==> config.mk <==
export PLATFORM = sky130hd
export DESIGN_NAME = fetchFrontend
export DESIGN_NICKNAME = d
export VERILOG_FILES = /design/src/logic/fetchPkg.sv /design/src/logic/fetchPcSelect.sv /design/src/logic/nextLinePredictor.sv /design/src/logic/instMemPort.sv /design/src/logic/predecodeCheck.sv /design/src/logic/fetchFrontend.sv
export SDC_FILE = /design/constraint.sdc
export NUM_CORES = 1
export LEC_CHECK = 0
export BUFFER_PORTS_ARGS = -buffer_cell sky130_fd_sc_hd__buf_2
export CAP_MARGIN = 20
export CORE_UTILIZATION = 45
export DETAILED_ROUTE_END_ITERATION = 8
export PLACE_DENSITY = 0.73
export SYNTH_ARGS = -nofsm -noshare
export SYNTH_HDL_FRONTEND = slang
export SYNTH_HIERARCHICAL = 1
export SYNTH_SLANG_ARGS = --single-unit
export TNS_END_PERCENT = 1
==> constraint.sdc <==
create_clock -name clk -period 16.96 [get_ports clk]
set_input_delay 3.392 -clock clk [delete_from_list [all_inputs] [get_ports clk]]
set_output_delay 3.392 -clock clk [all_outputs]
set_load 0.005 [all_outputs]
==> src/logic/fetchPkg.sv <==
package fetchPkg;

    // fetch address after reset or flush
    localparam logic [31:0] RESET_PC = 32'h0;
    // two 32-bit words per group
    localparam logic [31:0] GROUP_BYTES = 32'd8;
    localparam int GROUP_OFFSET_BITS = 3;

    // next-line table geometry
    localparam int BTB_ENTRIES = 16;
    localparam int BTB_INDEX_BITS = 4;
    localparam int BTB_TAG_BITS = 32 - BTB_INDEX_BITS - GROUP_OFFSET_BITS;

    // opcodes and function codes of control transfers
    localparam logic [5:0] OP_SPECIAL = 6'b000000;
    localparam logic [5:0] OP_REGIMM = 6'b000001;
    localparam logic [5:0] OP_J = 6'b000010;
    localparam logic [5:0] OP_JAL = 6'b000011;
    localparam logic [5:0] OP_BEQ = 6'b000100;
    localparam logic [5:0] OP_BNE = 6'b000101;
    localparam logic [5:0] OP_BLEZ = 6'b000110;
    localparam logic [5:0] OP_BGTZ = 6'b000111;
    localparam logic [5:0] FN_JR = 6'b001000;
    localparam logic [5:0] FN_JALR = 6'b001001;

    typedef struct packed {
        logic valid;
        logic taken;
        logic [31:0] target;
    } nlpInfo_t;

    typedef struct packed {
        logic valid;
        logic [31:0] pc;
    } redirect_t;

    typedef struct packed {
        logic valid;
        logic slot;
        logic taken;
        logic [31:0] pc;
        logic [31:0] target;
    } btbUpdate_t;

    typedef struct packed {
        logic [31:0] pc;
        logic [31:0] inst0;
        logic [31:0] inst1;
        nlpInfo_t nlp0;
        nlpInfo_t nlp1;
        logic onlyDs;
    } fetchGroup_t;

    // true for branches and jumps
    function automatic logic isBranchOp(input logic [31:0] inst);
        logic [5:0] opcode;
        logic [5:0] funct;
        logic [4:0] rt;
        logic result;
        opcode = inst[31:26];
        funct = inst[5:0];
        rt = inst[20:16];
        case (opcode)
            OP_SPECIAL: result = (funct == FN_JR) || (funct == FN_JALR);
            // bltz, bgez, bltzal, bgezal
            OP_REGIMM: result = (rt[3:1] == 3'b000);
            OP_J, OP_JAL, OP_BEQ, OP_BNE, OP_BLEZ, OP_BGTZ: result = 1'b1;
            default: result = 1'b0;
        endcase
        return result;
    endfunction

endpackage

==> src/logic/fetchPcSelect.sv <==
module fetchPcSelect (
    input logic clk,
    input logic reset,
    input logic flush,
    input fetchPkg::redirect_t backendRedirect,
    input fetchPkg::redirect_t ifRedirect,
    input fetchPkg::nlpInfo_t nlp0,
    input fetchPkg::nlpInfo_t nlp1,
    input logic pause,
    output logic [31:0] pc,
    output logic onlyDs
);

    // pending delay-slot redirect and where it goes
    logic dsPending;
    logic [31:0] dsTarget;

    logic [31:0] seqPc;
    logic take0;
    logic take1;
    logic armDs;

    // sequential next group
    assign seqPc = pc + fetchPkg::GROUP_BYTES;

    assign take0 = nlp0.valid && nlp0.taken;
    assign take1 = nlp1.valid && nlp1.taken;

    // slot 1 taken, so fetch its delay slot first
    assign armDs = !pause && !dsPending && !take0 && take1;

    // next group only carries its delay slot
    assign onlyDs = dsPending;

    always_ff @(posedge clk) begin
        if (reset || flush) begin
            pc <= fetchPkg::RESET_PC;
            dsPending <= 1'b0;
        end else if (backendRedirect.valid) begin
            pc <= backendRedirect.pc;
            dsPending <= 1'b0;
        end else if (ifRedirect.valid) begin
            // pre-decode undoes a bogus prediction
            pc <= ifRedirect.pc;
            dsPending <= 1'b0;
        end else if (!pause) begin
            // pc was just launched, so its predictions steer the next one
            if (dsPending) begin
                pc <= dsTarget;
                dsPending <= 1'b0;
            end else if (take0) begin
                // delay slot sits in slot 1 of the same group
                pc <= nlp0.target;
            end else if (take1) begin
                pc <= seqPc;
                dsPending <= 1'b1;
            end else begin
                pc <= seqPc;
            end
        end
        // paused, hold pc and pending state
    end

    // remembered target of a slot 1 branch
    always_ff @(posedge clk) begin
        if (armDs) begin
            dsTarget <= nlp1.target;
        end
    end

    // redirect sources must hand over word-aligned pcs
    assert property (@(posedge clk) disable iff (reset)
        backendRedirect.valid |-> backendRedirect.pc[1:0] == 2'b00);
    assert property (@(posedge clk) disable iff (reset)
        ifRedirect.valid |-> ifRedirect.pc[1:0] == 2'b00);

endmodule

==> src/logic/nextLinePredictor.sv <==
module nextLinePredictor (
    input logic clk,
    input logic reset,
    input logic [31:0] pc,
    input fetchPkg::btbUpdate_t btbUpdate,
    output fetchPkg::nlpInfo_t nlp0,
    output fetchPkg::nlpInfo_t nlp1
);

    localparam int IDX_LO = fetchPkg::GROUP_OFFSET_BITS;

    // per-entry state
    logic [fetchPkg::BTB_ENTRIES-1:0] entryValid;
    logic [fetchPkg::BTB_TAG_BITS-1:0] entryTag [fetchPkg::BTB_ENTRIES];
    logic [1:0] entryTaken [fetchPkg::BTB_ENTRIES];
    logic [31:0] entryTarget [fetchPkg::BTB_ENTRIES];

    // lookup side
    logic [fetchPkg::BTB_INDEX_BITS-1:0] rdIdx;
    logic [fetchPkg::BTB_TAG_BITS-1:0] rdTag;
    logic hit;

    // training side
    logic [fetchPkg::BTB_INDEX_BITS-1:0] updIdx;
    logic [fetchPkg::BTB_TAG_BITS-1:0] updTag;
    logic sameLine;
    logic [1:0] updTaken;

    // index from the bits just above the group offset
    assign rdIdx = pc[IDX_LO +: fetchPkg::BTB_INDEX_BITS];
    assign rdTag = pc[31 -: fetchPkg::BTB_TAG_BITS];
    assign hit = entryValid[rdIdx] && (entryTag[rdIdx] == rdTag);

    always_comb begin
        nlp0.valid = hit;
        nlp0.taken = hit && entryTaken[rdIdx][0];
        nlp0.target = entryTarget[rdIdx];
        // one target per line, shared by both slots
        nlp1.valid = hit;
        nlp1.taken = hit && entryTaken[rdIdx][1];
        nlp1.target = entryTarget[rdIdx];
    end

    assign updIdx = btbUpdate.pc[IDX_LO +: fetchPkg::BTB_INDEX_BITS];
    assign updTag = btbUpdate.pc[31 -: fetchPkg::BTB_TAG_BITS];

    // keep the other slot's bit only if the line is already ours
    assign sameLine = entryValid[updIdx] && (entryTag[updIdx] == updTag);

    always_comb begin
        updTaken = sameLine ? entryTaken[updIdx] : 2'b00;
        updTaken[btbUpdate.slot] = btbUpdate.taken;
    end

    always_ff @(posedge clk) begin
        if (reset) begin
            entryValid <= '0;
        end else if (btbUpdate.valid) begin
            entryValid[updIdx] <= 1'b1;
        end
    end

    // table payload
    always_ff @(posedge clk) begin
        if (btbUpdate.valid) begin
            entryTag[updIdx] <= updTag;
            entryTaken[updIdx] <= updTaken;
            entryTarget[updIdx] <= btbUpdate.target;
        end
    end

    // a training target has to be a word address
    assert property (@(posedge clk) disable iff (reset)
        btbUpdate.valid && btbUpdate.taken |-> btbUpdate.target[1:0] == 2'b00);

endmodule

==> src/logic/instMemPort.sv <==
module instMemPort (
    input logic clk,
    input logic reset,
    input logic flush,
    input logic hold,
    input logic [31:0] pc,
    input logic onlyDs,
    input fetchPkg::nlpInfo_t nlp0,
    input fetchPkg::nlpInfo_t nlp1,
    input fetchPkg::redirect_t ifRedirect,
    input fetchPkg::redirect_t backendRedirect,
    output logic memReq,
    output logic [31:0] memAddr,
    input logic [63:0] memData,
    input logic memAck,
    output logic pause,
    output fetchPkg::fetchGroup_t group,
    output logic groupValid
);

    typedef enum logic [1:0] {IDLE, REQUEST, RELEASE, COMPLETE} portState_t;

    portState_t state;
    // transaction belongs to a squashed path
    logic drop;
    logic kill;
    logic start;
    fetchPkg::fetchGroup_t pending;

    assign kill = flush || backendRedirect.valid || ifRedirect.valid;

    // no launch under back-pressure or while the pc is being redirected
    assign start = (state == IDLE) && !hold && !kill;

    // pc may only move in a cycle that launches it
    assign pause = (state != IDLE) || hold;

    assign memReq = (state == REQUEST);
    assign memAddr = pending.pc;

    assign group = pending;
    assign groupValid = (state == COMPLETE) && !drop && !kill;

    always_ff @(posedge clk) begin
        if (reset) begin
            state <= IDLE;
            drop <= 1'b0;
        end else begin
            case (state)
                IDLE: begin
                    if (start) begin
                        state <= REQUEST;
                    end
                end
                // wait for ack high with data
                REQUEST: begin
                    if (memAck) begin
                        state <= RELEASE;
                    end
                end
                // req is down and ack still has to fall
                RELEASE: begin
                    if (!memAck) begin
                        state <= COMPLETE;
                    end
                end
                default: begin
                    state <= IDLE;
                end
            endcase
            if (start) begin
                drop <= 1'b0;
            end else if (kill && state != IDLE) begin
                drop <= 1'b1;
            end
        end
    end

    // address and predictions captured at launch and words at ack
    always_ff @(posedge clk) begin
        if (start) begin
            pending.pc <= pc;
            pending.onlyDs <= onlyDs;
            pending.nlp0 <= nlp0;
            pending.nlp1 <= nlp1;
        end
        if (state == REQUEST && memAck) begin
            // lower word is the lower address
            pending.inst0 <= memData[31:0];
            pending.inst1 <= memData[63:32];
        end
    end

    // memory side must have dropped ack before a new req
    assert property (@(posedge clk) disable iff (reset) $rose(memReq) |-> !memAck);

endmodule

==> src/logic/predecodeCheck.sv <==
module predecodeCheck (
    input logic clk,
    input logic reset,
    input logic flush,
    input logic hold,
    input fetchPkg::redirect_t backendRedirect,
    input fetchPkg::fetchGroup_t group,
    input logic groupValid,
    output fetchPkg::fetchGroup_t fetchOut,
    output logic fetchValid,
    output fetchPkg::redirect_t ifRedirect
);

    logic full;
    fetchPkg::fetchGroup_t held;

    logic kill;
    logic emit;
    logic take0;
    logic take1;
    logic bogus0;
    logic bogus1;

    assign kill = flush || backendRedirect.valid;
    assign emit = full && !hold && !kill;

    // the predictions that fetch actually followed
    // a delay-slot group followed none of its own
    assign take0 = held.nlp0.valid && held.nlp0.taken && !held.onlyDs;
    assign take1 = held.nlp1.valid && held.nlp1.taken && !held.onlyDs && !take0;

    // taken on something that is no branch
    assign bogus0 = take0 && !fetchPkg::isBranchOp(held.inst0);
    assign bogus1 = take1 && !fetchPkg::isBranchOp(held.inst1);

    always_comb begin
        fetchOut = held;
        fetchOut.nlp0.taken = take0 && !bogus0;
        fetchOut.nlp1.taken = take1 && !bogus1;
    end

    assign fetchValid = emit;

    // both slots were fetched, resume right after the group
    assign ifRedirect.valid = emit && (bogus0 || bogus1);
    assign ifRedirect.pc = held.pc + fetchPkg::GROUP_BYTES;

    always_ff @(posedge clk) begin
        if (reset) begin
            full <= 1'b0;
        end else if (groupValid) begin
            full <= 1'b1;
        end else if (kill || emit) begin
            // squashed or handed over
            full <= 1'b0;
        end
    end

    always_ff @(posedge clk) begin
        if (groupValid) begin
            held <= group;
        end
    end

    // one registered group at a time
    assert property (@(posedge clk) disable iff (reset)
        groupValid |-> !full || emit || kill);

endmodule

==> src/logic/fetchFrontend.sv <==
module fetchFrontend (
    input logic clk,
    input logic reset,
    input logic flush,
    input logic hold,
    input fetchPkg::redirect_t backendRedirect,
    input fetchPkg::btbUpdate_t btbUpdate,
    output logic memReq,
    output logic [31:0] memAddr,
    input logic [63:0] memData,
    input logic memAck,
    output fetchPkg::fetchGroup_t fetchOut,
    output logic fetchValid
);

    logic [31:0] pc;
    logic onlyDs;
    logic pause;
    fetchPkg::nlpInfo_t nlp0;
    fetchPkg::nlpInfo_t nlp1;
    fetchPkg::redirect_t ifRedirect;
    fetchPkg::fetchGroup_t group;
    logic groupValid;

    // fetch address and redirect priority
    fetchPcSelect pcSelect_i (
        .clk(clk),
        .reset(reset),
        .flush(flush),
        .backendRedirect(backendRedirect),
        .ifRedirect(ifRedirect),
        .nlp0(nlp0),
        .nlp1(nlp1),
        .pause(pause),
        .pc(pc),
        .onlyDs(onlyDs)
    );

    // same-cycle prediction for pc
    nextLinePredictor predictor_i (
        .clk(clk),
        .reset(reset),
        .pc(pc),
        .btbUpdate(btbUpdate),
        .nlp0(nlp0),
        .nlp1(nlp1)
    );

    instMemPort memPort_i (
        .clk(clk),
        .reset(reset),
        .flush(flush),
        .hold(hold),
        .pc(pc),
        .onlyDs(onlyDs),
        .nlp0(nlp0),
        .nlp1(nlp1),
        .ifRedirect(ifRedirect),
        .backendRedirect(backendRedirect),
        .memReq(memReq),
        .memAddr(memAddr),
        .memData(memData),
        .memAck(memAck),
        .pause(pause),
        .group(group),
        .groupValid(groupValid)
    );

    // checks predictions against the fetched words
    predecodeCheck predecode_i (
        .clk(clk),
        .reset(reset),
        .flush(flush),
        .hold(hold),
        .backendRedirect(backendRedirect),
        .group(group),
        .groupValid(groupValid),
        .fetchOut(fetchOut),
        .fetchValid(fetchValid),
        .ifRedirect(ifRedirect)
    );

endmodule

==> impl_metrics.py <==
metrics = {
    "cells_and_area": {
        "final_nets": 3330,
        "drive_gt1_share_pct": 32.9,
        "area_growth_pct": 11.5,
        "fillerInstances": 9810,
    },
    "clocking": {
        "cts_hold_buf": 0,
        "clk_pin_slew_worst_paths_ns": 0.06,
        "numCtsBuffers": 135,
        "cts_tree": "built",
        "postCtsSetupBuffers": 0,
        "cts.sinks": 1359,
        "clk_path_buf_depth": 3,
        "post_cts_resized": 0,
        "htreeDepth": 4,
        "clk_latency_ns": 0.77,
        "root_buffer": "clkbuf_16",
    },
    "synthesis": {
        "synth_area_um2": 57300,
        "netlist.area_leader.share_pct": 68.4,
        "synth_flop_cell": "edfxtp_1",
        "synth.distinct_cells": 90,
        "postSynthCellCount": 2967,
        "yosysSeqAreaShare_pct": 70.3,
        "synth_area_leader_cell": "edfxtp_1",
        "synth_edf_count": 1306,
        "yosysWarnings": 6,
        "synth_area_per_cell_um2": 19.3,
        "async_reset_ff_share_pct": 0,
        "synth_nets": 3143,
        "synth-seq-cells": 1359,
        "synth.top_cells.by_area": "edfxtp_1, mux4_2, buf_4",
    },
    "floorplanning": {
        "die_x_um": 359,
        "core_um2": 126000,
        "die_y_um": 359,
        "rows": 130,
        "start_util_pct": 45.5,
        "die-area_um2": 129000,
        "ios": 368,
    },
    "pwr": {
        "ir_drop_v": 0.0000872,
        "power_density_nw_per_um2": 115,
        "p_leak_nw": 20.3,
    },
    "worst_setup_path": {
        "path_max_fanout": 48,
        "crit_path_start_kind": "input pin",
        "cp.arrival_ns": 4.52,
        "endpoint_kind": "primary output",
        "required_ns": 13.57,
        "path_class": "input pin to primary output",
    },
    "routing": {
        "drc": 0,
        "vias": 30628,
        "firstDrtPassIters": 5,
        "vias_per_cell": 6.23,
        "drt_iter0_drc": 4001,
        "wire_per_inst_um": 31.6,
        "ant_nets": 0,
        "wl_um": 155000,
    },
    "placed_design": {
        "portBuffers": 364,
        "place_congestion": 0.944,
        "dp_hpwl_um": 97000,
    },
    "timing": {
        "slew_headroom_pct": 21.2,
        "fmax_ghz": 0.126,
        "fin_tns_setup_ns": 0,
        "period_needed_ns": 7.91,
        "worstMarginPinSlew_ns": 1.17,
        "rsz0062_at_grt": "false",
        "timing_hold_violations_final": 0,
        "worst_hold_slack_ns": 0.404,
        "timing.final.crit_share_pct": 46.6,
        "slew_viol_final": 0,
        "finClkSkew_ns": 0.0255,
        "setup_viol": 0,
    },
    "grt": {
        "antenna_found_initial": 39,
        "grt_pass1_vias": 29976,
        "grt_first_pass_wirelength_um": 219000,
        "gr-total-overflow": 0,
        "grt_start_max_net_pins": 79,
        "grt_usage_pct": 23.8,
    },
    "min_path": {
        "hp-class": "register to register",
    },
    "status": {
        "status": "complete, no violations",
    },
    "flow_run": {
        "cap_violations": 0,
    },
}
sequential cells by signal, indices dropped and copies added (netlist names):
| register | cells |
|---|---|
| predictor_i/entryTarget | 512 |
| predictor_i/entryTag | 400 |
| predecode_i/fetchOut | 163 |
| memPort_i/group | 133 |
| memPort_i/memAddr | 32 |
| pcSelect_i/dsTarget | 32 |
| pcSelect_i/pc | 32 |
| predictor_i/entryTaken | 32 |
| predictor_i/entryValid | 16 |
| memPort_i/state | 2 |
| predecode_i/held | 2 |
| memPort_i/drop | 1 |
| pcSelect_i/onlyDs | 1 |
| predecode_i/full | 1 |
final cells by class:
cell class                      instances  area (um2)  area share, %
Clock buffer                          180        3700           5.79
Timing Repair Buffer                  425        2340           3.67
Clock inverter                         63         713           1.12
Multi-Input combinational cell       1193       14600           22.9
Antenna cell                            6        15.0         0.0235
Sequential cell                      1359       40300           63.0
Tap cell                             1650        2060           3.23
Inverter                               40         153          0.239
layer usage:
layer	vias up	global-route usage, %	wire [um]
met3	363	6.56	16700
met4	26	9.57	6570
met1	15857	30.0	56100
met5	-	0	164
met2	2009	39.2	75900
li1	12373	-	-
power breakdown:
group          switching (W)  internal (W)
Combinational       0.000330      0.000211
Clock                0.00127       0.00171
Sequential         0.0000524       0.00378
worst paths after layout:
kind / from / to / slack, ns / cells past startpoint
worst min register to register: memPort_i/group[62] / predecode_i/fetchOut[62] / 0.40 / 0
worst max register to register: pcSelect_i/pc[3] / pcSelect_i/pc[17] / 10.79 / 13
worst max-delay path: backendRedirect[32] / fetchValid / 9.05 / 6
worst min-delay path: memPort_i/group[62] / predecode_i/fetchOut[62] / 0.40 / 0
synth_stat cells, drive strengths merged (11+ instances only):
master / count
nand2: 74
o21ai: 51
inv: 39
buf: 306
nor4: 12
o22ai: 18
o211ai: 14
edfxtp: 1306
clkbuf: 69
xnor2: 41
nor3: 19
mux2i: 62
xor2: 38
o221ai: 14
nand4: 25
a211oi: 16
dfxtp: 53
nor2: 109
nor2b: 13
nand3: 35
a21oi: 55
a2111oi: 11
nand2b: 12
and3: 18
mux4: 410
and4: 12
worst max-delay path, stage by stage:
cell     delay (ns)
buf_2          0.08
buf_4          0.48
nor2_1         0.16
nand2_1        0.16
nor2_1         0.05
buf_2          0.12
cell families after synthesis:
family	after synthesis	share of synthesized area (%)
adder cells (fa/ha/maj)	7	0.153
AO/OA/AOI/OAI	262	3.21
AND/OR/NAND/NOR	371	3.43
XOR/XNOR	79	1.21
flip-flops	1359	70.3
buffers and inverters	415	4.47
multiplexers	474	17.3
stage by stage:
step,setup WS (ns),total power [W],cells,area [um2],utilization (%)
6_report,9.05,0.00735,4916,63900,50.7
5_1_grt,8.98,0.00754,4911,63900,50.7
4_1_cts,9.08,0.00738,4907,63900,50.7
3_5_place_dp,8.62,0.00444,4664,59400,47.2
3_3_place_gp,8.80,0.00442,4662,59400,47.1
2_1_floorplan,0.0261,0.00423,2967,57300,-
cells in the final DEF, fill, tap and decap left out, types with 41 or more instances in the layout:
cell type | netlist | routed
a21oi_1 | 55 | 55
buf_2 | 50 | 362
buf_4 | 236 | 58
clkbuf_16 | 0 | 139
dfxtp_1 | 53 | 49
edfxtp_1 | 1306 | 1306
mux2i_1 | 61 | 61
mux4_2 | 407 | 407
nand2_1 | 74 | 74
nor2_1 | 109 | 91
o21ai_0 | 43 | 43
xnor2_1 | 41 | 41
No activity file was read; power rests on OpenSTA's default activity.
